## src/hdl/wb_pkg.sv

```systemverilog
/*
  Shared types for the writeback stage
  An entry is a register index plus write data, with no valid or source bits
  The source of the current write is reported once, on the wb_src output
*/
`default_nettype none

package wb_pkg;

    // Register file geometry
    parameter int REG_SEL_W = 5;   // 32 architectural registers
    parameter int DATA_W    = 32;  // Write data width

    // One pending register write
    typedef struct packed {
        logic [REG_SEL_W-1:0] reg_sel;  // Destination register
        logic [DATA_W-1:0]    wdat;     // Value to write
    } wb_entry_t;

    // Which producer owns the write port this cycle
    typedef enum logic [1:0] {
        NONE = 2'd0,  // Port idle
        ALU  = 2'd1,
        LOAD = 2'd2,
        JUMP = 2'd3   // Link value from a jump
    } wb_src_t;

    // ALU buffer speculation state
    typedef enum logic {
        NORMAL = 1'b0,  // Every entry committable
        SPEC   = 1'b1   // Branch unresolved, new ALU entries held back
    } spec_state_t;

endpackage

`default_nettype wire

```

## src/hdl/wb_buf_if.sv

```systemverilog
/*
  Link between the arbiter and one result buffer
  Pop is only legal while avail is high and takes effect at the next edge
  Push and pop may share a cycle; a push while full is dropped by the buffer
*/
`timescale 1ns/1ps
`default_nettype none

interface wb_buf_if #(
    parameter int DEPTH = 4
);

    localparam int PTR_W = $clog2(DEPTH);  // Slot index width

    logic              push;       // Store push_data at the tail
    wb_pkg::wb_entry_t push_data;
    logic              pop;        // Drop the head entry
    wb_pkg::wb_entry_t head;       // Oldest entry
    logic              avail;      // Head is committable
    logic              full;       // No free slot

    // Circular pointer step, shared by both buffers
    function automatic logic [PTR_W-1:0] ptr_inc(input logic [PTR_W-1:0] ptr);
        return (ptr == PTR_W'(DEPTH - 1)) ? '0 : ptr + 1'b1;
    endfunction

    modport store (
        input  push, push_data, pop,
        output head, avail, full,
        import ptr_inc
    );

    modport ctrl (
        output push, push_data, pop,
        input  head, avail, full
    );

endinterface

`default_nettype wire

```

## src/hdl/alu_spec_buffer.sv

```systemverilog
/*
  Circular FIFO for ALU results with one level of branch speculation
  branch_spec must stay high from its rising edge through the resolve pulse
  A push in the resolve cycle belongs to the branch, kept on correct, lost on mispredict
  Only one unresolved branch at a time; a push while full is lost
*/
`timescale 1ns/1ps
`default_nettype none

module alu_spec_buffer #(
    parameter int DEPTH = 4
) (
    input  logic    CLK,
    input  logic    nRST,
    wb_buf_if.store bus,
    input  logic    branch_spec,
    input  logic    branch_correct,
    input  logic    branch_mispredict
);

    localparam int PTR_W = $clog2(DEPTH);
    localparam int CNT_W = $clog2(DEPTH + 1);

    wb_pkg::wb_entry_t   mem [DEPTH];
    logic [PTR_W-1:0]    rptr;
    logic [PTR_W-1:0]    wptr;
    logic [PTR_W-1:0]    ckpt_wptr;  // Tail before the first speculative push
    logic [CNT_W-1:0]    count;      // All entries, clean and speculative
    logic [CNT_W-1:0]    spec_cnt;   // Speculative pushes since the checkpoint
    logic [CNT_W-1:0]    clean_cnt;  // Committable entries left while in SPEC
    wb_pkg::spec_state_t state;
    logic                prev_spec;  // branch_spec one cycle back
    logic                do_push;
    logic                do_pop;
    logic                enter_spec;
    logic                resolve;
    logic                rollback;

    assign do_push    = bus.push && !bus.full;
    assign do_pop     = bus.pop && bus.avail;  // Never reaches a speculative entry
    assign enter_spec = (state == wb_pkg::NORMAL) && branch_spec && !prev_spec;
    assign resolve    = (state == wb_pkg::SPEC) && (branch_correct || branch_mispredict);
    assign rollback   = resolve && branch_mispredict;

    always_ff @(posedge CLK) begin
        if (do_push) begin
            mem[wptr] <= bus.push_data;  // Slot past the checkpoint is harmless on rollback
        end
    end

    // Pointers and occupancy
    always_ff @(posedge CLK, negedge nRST) begin
        if (!nRST) begin
            rptr  <= '0;
            wptr  <= '0;
            count <= '0;
        end else begin
            if (do_pop) begin
                rptr <= bus.ptr_inc(rptr);
            end
            if (rollback) begin
                wptr  <= ckpt_wptr;  // Same-cycle push discarded as well
                count <= count - CNT_W'(do_pop) - spec_cnt;
            end else begin
                if (do_push) begin
                    wptr <= bus.ptr_inc(wptr);
                end
                count <= count + CNT_W'(do_push) - CNT_W'(do_pop);
            end
        end
    end

    // Speculation bookkeeping
    always_ff @(posedge CLK, negedge nRST) begin
        if (!nRST) begin
            state     <= wb_pkg::NORMAL;
            prev_spec <= 1'b0;
            ckpt_wptr <= '0;
            spec_cnt  <= '0;
            clean_cnt <= '0;
        end else begin
            prev_spec <= branch_spec;
            if (enter_spec) begin
                state     <= wb_pkg::SPEC;
                ckpt_wptr <= wptr;                        // Tail before this cycle's push
                spec_cnt  <= CNT_W'(do_push);             // Entry cycle push is speculative
                clean_cnt <= count - CNT_W'(do_pop);      // Older entries stay committable
            end else if (resolve) begin
                state    <= wb_pkg::NORMAL;               // Survivors all clean from here
                spec_cnt <= '0;
            end else if (state == wb_pkg::SPEC) begin
                spec_cnt  <= spec_cnt + CNT_W'(do_push);
                clean_cnt <= clean_cnt - CNT_W'(do_pop);
            end
        end
    end

    assign bus.head = mem[rptr];

    // Speculative entries stay hidden from the arbiter
    assign bus.avail = (state == wb_pkg::SPEC) ? (clean_cnt != '0) : (count != '0);
    assign bus.full  = (count == CNT_W'(DEPTH));

endmodule

`default_nettype wire

```

## src/hdl/load_buffer.sv

```systemverilog
/*
  Circular FIFO for load results, DEPTH of 2 or more
  Status outputs follow the registered count, one edge after a push or pop
  A push while full is lost, producers must stall on the full flag
*/
`timescale 1ns/1ps
`default_nettype none

module load_buffer #(
    parameter int DEPTH = 4
) (
    input  logic     CLK,
    input  logic     nRST,
    wb_buf_if.store  bus
);

    localparam int PTR_W = $clog2(DEPTH);
    localparam int CNT_W = $clog2(DEPTH + 1);  // Count must reach DEPTH

    wb_pkg::wb_entry_t mem [DEPTH];  // Payload storage
    logic [PTR_W-1:0]  rptr;         // Head slot
    logic [PTR_W-1:0]  wptr;         // Next free slot
    logic [CNT_W-1:0]  count;        // Occupancy
    logic              do_push;
    logic              do_pop;

    assign do_push = bus.push && !bus.full;  // Overflowing result is dropped
    assign do_pop  = bus.pop && bus.avail;

    // Payload write, no reset on storage
    always_ff @(posedge CLK) begin
        if (do_push) begin
            mem[wptr] <= bus.push_data;
        end
    end

    always_ff @(posedge CLK, negedge nRST) begin
        if (!nRST) begin
            rptr  <= '0;
            wptr  <= '0;
            count <= '0;
        end else begin
            if (do_push) begin
                wptr <= bus.ptr_inc(wptr);
            end
            if (do_pop) begin
                rptr <= bus.ptr_inc(rptr);
            end
            count <= count + CNT_W'(do_push) - CNT_W'(do_pop);  // Net change per cycle
        end
    end

    assign bus.head  = mem[rptr];
    assign bus.avail = (count != '0);            // Any entry is committable
    assign bus.full  = (count == CNT_W'(DEPTH));

endmodule

`default_nettype wire

```

## src/hdl/wb_arbiter.sv

```systemverilog
/*
  Picks the single register write of each cycle
  Priority is jump, then bypass, then a buffer pop with round-robin on contention
  Bypass only when neither buffer is avail; ALU bypass also needs branch_spec low
  Results not written this cycle are pushed into their buffer
*/
`timescale 1ns/1ps
`default_nettype none

module wb_arbiter (
    input  logic                          CLK,
    input  logic                          nRST,
    wb_buf_if.ctrl                        alu_bus,
    wb_buf_if.ctrl                        load_bus,
    input  logic                          alu_done,
    input  logic [wb_pkg::REG_SEL_W-1:0]  alu_reg_sel,
    input  logic [wb_pkg::DATA_W-1:0]     alu_wdat,
    input  logic                          load_done,
    input  logic [wb_pkg::REG_SEL_W-1:0]  load_reg_sel,
    input  logic [wb_pkg::DATA_W-1:0]     load_wdat,
    input  logic                          jump_done,
    input  logic [wb_pkg::REG_SEL_W-1:0]  jump_reg_sel,
    input  logic [wb_pkg::DATA_W-1:0]     jump_wdat,
    input  logic                          branch_spec,
    output logic                          wb_reg_en,
    output logic [wb_pkg::REG_SEL_W-1:0]  wb_reg_sel,
    output logic [wb_pkg::DATA_W-1:0]     wb_wdat,
    output wb_pkg::wb_src_t               wb_src
);

    wb_pkg::wb_entry_t alu_e;
    wb_pkg::wb_entry_t load_e;
    wb_pkg::wb_entry_t jump_e;
    wb_pkg::wb_entry_t out_e;     // Entry on the write port
    logic              any_avail; // Older committable work exists
    logic              contest;   // Both buffers want the port
    logic              rr_alu;    // ALU wins the next contest

    assign alu_e  = '{reg_sel: alu_reg_sel, wdat: alu_wdat};
    assign load_e = '{reg_sel: load_reg_sel, wdat: load_wdat};
    assign jump_e = '{reg_sel: jump_reg_sel, wdat: jump_wdat};

    assign alu_bus.push_data  = alu_e;
    assign load_bus.push_data = load_e;

    assign any_avail = alu_bus.avail || load_bus.avail;
    assign contest   = !jump_done && alu_bus.avail && load_bus.avail;

    always_comb begin
        alu_bus.push  = alu_done;   // Default is to queue every arrival
        load_bus.push = load_done;
        alu_bus.pop   = 1'b0;
        load_bus.pop  = 1'b0;
        out_e         = '0;
        wb_src        = wb_pkg::NONE;
        if (jump_done) begin
            out_e  = jump_e;          // Jump never queues
            wb_src = wb_pkg::JUMP;
        end else if (load_done && !any_avail) begin
            out_e         = load_e;   // Load first when both arrive
            wb_src        = wb_pkg::LOAD;
            load_bus.push = 1'b0;
        end else if (alu_done && !any_avail && !branch_spec) begin
            out_e        = alu_e;
            wb_src       = wb_pkg::ALU;
            alu_bus.push = 1'b0;
        end else if (contest) begin
            if (rr_alu) begin
                out_e       = alu_bus.head;
                wb_src      = wb_pkg::ALU;
                alu_bus.pop = 1'b1;
            end else begin
                out_e        = load_bus.head;
                wb_src       = wb_pkg::LOAD;
                load_bus.pop = 1'b1;
            end
        end else if (alu_bus.avail) begin
            out_e       = alu_bus.head;
            wb_src      = wb_pkg::ALU;
            alu_bus.pop = 1'b1;
        end else if (load_bus.avail) begin
            out_e        = load_bus.head;
            wb_src       = wb_pkg::LOAD;
            load_bus.pop = 1'b1;
        end
    end

    // Flip only after a contested pop, so buffered writes alternate
    always_ff @(posedge CLK, negedge nRST) begin
        if (!nRST) begin
            rr_alu <= 1'b0;  // Load buffer served first
        end else if (contest) begin
            rr_alu <= !rr_alu;
        end
    end

    assign wb_reg_en  = (wb_src != wb_pkg::NONE);
    assign wb_reg_sel = out_e.reg_sel;
    assign wb_wdat    = out_e.wdat;

endmodule

`default_nettype wire

```

## src/hdl/writeback.sv

```systemverilog
/*
  Writeback stage, at most one register write per cycle
  Bypassed results reach the write port in their done cycle, buffered ones later
  Producers must hold done low while their full flag is high
  DEPTH of 2 or more sets both buffers
*/
`timescale 1ns/1ps
`default_nettype none

module writeback #(
    parameter int DEPTH = 4
) (
    input  logic                          CLK,
    input  logic                          nRST,
    input  logic                          alu_done,
    input  logic [wb_pkg::REG_SEL_W-1:0]  alu_reg_sel,
    input  logic [wb_pkg::DATA_W-1:0]     alu_wdat,
    input  logic                          load_done,
    input  logic [wb_pkg::REG_SEL_W-1:0]  load_reg_sel,
    input  logic [wb_pkg::DATA_W-1:0]     load_wdat,
    input  logic                          jump_done,
    input  logic [wb_pkg::REG_SEL_W-1:0]  jump_reg_sel,
    input  logic [wb_pkg::DATA_W-1:0]     jump_wdat,
    input  logic                          branch_spec,        // Level, high while unresolved
    input  logic                          branch_correct,     // One-cycle pulse
    input  logic                          branch_mispredict,  // One-cycle pulse
    output logic                          wb_reg_en,
    output logic [wb_pkg::REG_SEL_W-1:0]  wb_reg_sel,
    output logic [wb_pkg::DATA_W-1:0]     wb_wdat,
    output wb_pkg::wb_src_t               wb_src,
    output logic                          alu_full,
    output logic                          load_full
);

    wb_buf_if #(.DEPTH(DEPTH)) alu_bus ();
    wb_buf_if #(.DEPTH(DEPTH)) load_bus ();

    alu_spec_buffer #(.DEPTH(DEPTH)) u_alu_buf (
        .CLK               (CLK),
        .nRST              (nRST),
        .bus               (alu_bus.store),
        .branch_spec       (branch_spec),
        .branch_correct    (branch_correct),
        .branch_mispredict (branch_mispredict)
    );

    load_buffer #(.DEPTH(DEPTH)) u_load_buf (
        .CLK  (CLK),
        .nRST (nRST),
        .bus  (load_bus.store)
    );

    wb_arbiter u_arb (
        .CLK          (CLK),
        .nRST         (nRST),
        .alu_bus      (alu_bus.ctrl),
        .load_bus     (load_bus.ctrl),
        .alu_done     (alu_done),
        .alu_reg_sel  (alu_reg_sel),
        .alu_wdat     (alu_wdat),
        .load_done    (load_done),
        .load_reg_sel (load_reg_sel),
        .load_wdat    (load_wdat),
        .jump_done    (jump_done),
        .jump_reg_sel (jump_reg_sel),
        .jump_wdat    (jump_wdat),
        .branch_spec  (branch_spec),
        .wb_reg_en    (wb_reg_en),
        .wb_reg_sel   (wb_reg_sel),
        .wb_wdat      (wb_wdat),
        .wb_src       (wb_src)
    );

    // Back-pressure to the producers
    assign alu_full  = alu_bus.full;  // Counts surviving entries after a rollback
    assign load_full = load_bus.full;

endmodule

`default_nettype wire

```

## config.mk

```make
export PLATFORM = sky130hd
export DESIGN_NAME = writeback
export DESIGN_NICKNAME = d
export VERILOG_FILES = /design/src/hdl/wb_pkg.sv /design/src/hdl/wb_buf_if.sv /design/src/hdl/alu_spec_buffer.sv /design/src/hdl/load_buffer.sv /design/src/hdl/wb_arbiter.sv /design/src/hdl/writeback.sv
export SDC_FILE = /design/constraint.sdc
export NUM_CORES = 1
export LEC_CHECK = 0
export ABC_AREA = 1
export BUFFER_PORTS_ARGS = -buffer_cell sky130_fd_sc_hd__buf_2
export CAP_MARGIN = 40
export CORE_UTILIZATION = 48
export DETAILED_ROUTE_END_ITERATION = 8
export PLACE_DENSITY = 0.79
export SLEW_MARGIN = 20
export SYNTH_ARGS = -nofsm -noshare
export SYNTH_HDL_FRONTEND = slang
export SYNTH_SLANG_ARGS = --single-unit
```

## constraint.sdc

```tcl
create_clock -name CLK -period 3.9 [get_ports CLK]
set_input_delay 0.39 -clock CLK [delete_from_list [all_inputs] [get_ports CLK]]
set_output_delay 0.39 -clock CLK [all_outputs]
set_load 0.1 [all_outputs]
```

==> impl_metrics.toml <==
[final_layout]
fillers = 2457
finalNetCount = 1800
area_growth_pct = 19.4
instances_no_fill = 2080
final_cell_area_um2 = 17800
layout-drive-gt1-share = 0.162
final_core_utilization = 0.582

[sta]
setup_viol = 0
setup_ws_ns = 0.474
period_minus_slack_ns = 3.43
slew_headroom = 0.574
tightest_slew_ns = 0.639
tns_ns = 0
rsz0062_at_grt = "false"
fin_skew_ns = 0.0243
final_min_period_over_clock_period = 0.878
clock.fmax_mhz = 292
whs_ns = 0.0883
finalHoldViolations = 0
drv_slew = 0

[setup_path]
rr_worst_depth = 12
cpMostUsedCell = "nand2_1"
r2r_slack_ns = 0.98
crit_chain = "nor2_2, nand2_1, a21oi_4, nand2_2, buf_4, o21ai_0, inv_1, nand2_1, nand2_1, buf_12"
arrival_ns = 3.04
worst-path-buf-inv = 3
timing.rr.end = "u_load_buf.count[2]$_DFF_PN0_"
path_max_fanout = 27
startpoint_type = "flip-flop"
end_kind = "primary output"
required_ns = 3.51
r2r-start = "u_alu_buf.state$_DFFE_PN0P_"
critical-path-top-delay-family = "simple AND/OR/NAND/NOR gates"
worstSetupPathType = "reg -> out"
slowest_stage = "dfrtp_1"
slowest_delay_ns = 0.48

[clock_tree]
cts_tree = "built"
clock_sinks = 321
clock-root-buffer = "clkbuf_16"
cts_buffers = 35
clock_latency_ns = 0.52
hold_buffers = 2
cts.clk_slew.worst_paths_ns = 0.06
cts_buffer_depth = 3
cts_resized = 0
htree_num_levels = 2
cts_setup_buffers = 0

[min_path]
hold_path_depth = 1
worst_hold_path_type = "in -> reg"
hold_path.startpoint = "load_wdat[1]"
hold_end = "u_load_buf.mem[3][1]$_DFFE_PP_"

[route]
avgRoutedWirePerCell_um = 19.6
ant_nets = 0
drt-initial-drc-count = 1411
vias = 11900
wl_um = 40700
first_pass_iters = 5
drc = 0
via_per_inst = 5.70

[floorplan]
die_x_um = 178
io_pins = 161
die-area_um2 = 31800
coreArea_um2 = 30600
start_util = 0.488
placementRows = 64
die_y_um = 178

[logic_synthesis]
synth_fp_nets = 1659
synth_top_area_frac = 0.596
synth_seq_cells = 321
ys_top_cells_by_area = "edfxtp_1, nand2_1, nor2_1"
syn-cell-area_um2 = 14900
synth_warnings = 0
synth_area_per_cell_um2 = 9.83
yosys.area.top_type = "edfxtp_1"
ys_seq_area_frac = 0.638
synthDistinctLibCells = 32
synth_cells = 1518

[global_route]
grtUsageTotal = 0.258
grt_pass1_vias = 11700
grt_pass1_wl_um = 62000
grt_antenna_before_repair = 5
grt_overflow = 0
grt_start_max_net_pins = 77

[placed_design]
dpl_cell_area_um2 = 16600
gp_congestion = 0.863
place_inst = 2014
port_buffers = 160
post-place-ws_ns = 0.777
hpwlAfterDp_um = 25200

[flow_run]
maxCapViolations = 0

[pwr]
peakVddDrop_uv = 817
p_per_area_nw_per_um2 = 854
p_leak_nw = 7.49
finalPower_mw = 15.2

[run_status]
status = "finished clean"
==> state kept, by name, indices dropped and copies added (netlist names), 3 cells and up <==
| register | cells |
|---|---|
| u_alu_buf.count | 3 |
| u_alu_buf.clean_cnt | 3 |
| u_alu_buf.spec_cnt | 3 |
| u_load_buf.mem | 148 |
| u_load_buf.count | 3 |
| u_alu_buf.mem | 148 |
==> routing by layer <==
metal | global-route usage | share of wire | wire length, um | vias to the layer above
met5 | 0 | 0.0014 | 58 | -
met3 | 0.0407 | 0.097 | 3940 | 141
li1 | - | - | - | 5408
met4 | 0.115 | 0.043 | 1750 | 8
met2 | 0.445 | 0.49 | 20000 | 770
met1 | 0.320 | 0.37 | 14900 | 5528
==> area by class of cell <==
class                   count  area, um^2  area share
clock inverters            19         161     0.00906
clock buffers              42         933      0.0524
diodes                      1        2.50    0.000140
multi-input cells        1022        4690       0.263
inverters                  84         315      0.0177
well taps                 396         495      0.0278
flip-flops and latches    321        9520       0.534
repair buffers            195        1700      0.0954
==> worst reg2reg max path, delay by kind of cell (launching register included) <==
family | cells | cell delay, ns
buffers and inverters | 2 | 0.49
AND/OR/NAND/NOR | 6 | 0.82
flip-flops | 1 | 0.51
XOR/XNOR | 1 | 0.18
adder cells (fa/ha/maj) | 3 | 0.79
==> Yosys cell counts, drive strengths merged <==
master and instances:
nand3b 1, a31oi 2, nand3 87, o21ai 133, buf 56, and3 1, nor2 176, clkbuf 35
xor2 4, fa 3, edfxtp 296, xnor2 5, o31ai 2, inv 83, ha 19, a21oi 5
nand4 74, nor3 1, dfrtp 25, clkinv 1, nand2 509
==> worst max path at each step <==
stage	cells after the start	endpoint	start	slack, ns
2_1_floorplan	7	u_load_buf.count[2]$_DFF_PN0_	u_load_buf.count[1]$_DFF_PN0_	0.07
3_3_place_gp	12	u_load_buf.count[2]$_DFF_PN0_	jump_done	0.89
3_5_place_dp	12	u_load_buf.count[2]$_DFF_PN0_	jump_done	0.78
4_1_cts	10	wb_wdat[2]	u_alu_buf.state$_DFFE_PN0P_	0.52
5_1_grt	11	wb_wdat[2]	u_alu_buf.state$_DFFE_PN0P_	0.36
6_report	10	wb_wdat[2]	u_alu_buf.state$_DFFE_PN0P_	0.47
==> logic make-up (layout without fill, tap and decap cells) <==
kind of cell	Yosys count	in the layout	synth area share
AO/OA/AOI/OAI	142	142	0.0491
XOR/XNOR	9	9	0.00528
adder cells (fa/ha/maj)	22	22	0.0200
buffers and inverters	175	340	0.0522
flip-flops	321	321	0.638
other	0	1	0
AND/OR/NAND/NOR	849	849	0.236
==> placed cells by master (no fill, tap or decap), types with 5 or more instances in the layout <==
master,synthesis,final
clkinv_1,1,7
buf_4,7,29
nand3_1,86,86
clkbuf_16,0,36
inv_2,6,7
clkbuf_1,35,5
xnor2_1,5,5
clkinv_2,0,6
inv_1,77,76
o21ai_1,25,25
o21ai_0,107,107
dfrtp_1,25,23
nand2_1,506,505
ha_1,19,19
nor2_4,1,9
nand4_1,74,74
edfxtp_1,296,296
buf_12,0,39
nor2_1,172,164
buf_2,34,122
==> power breakdown <==
group,internal [mW],switching (mW)
sequential,4.55,0.229
clock,1.85,1.35
combinational,2.15,5.09
total,8.55,6.67
Power figures use the tool's default switching activity.
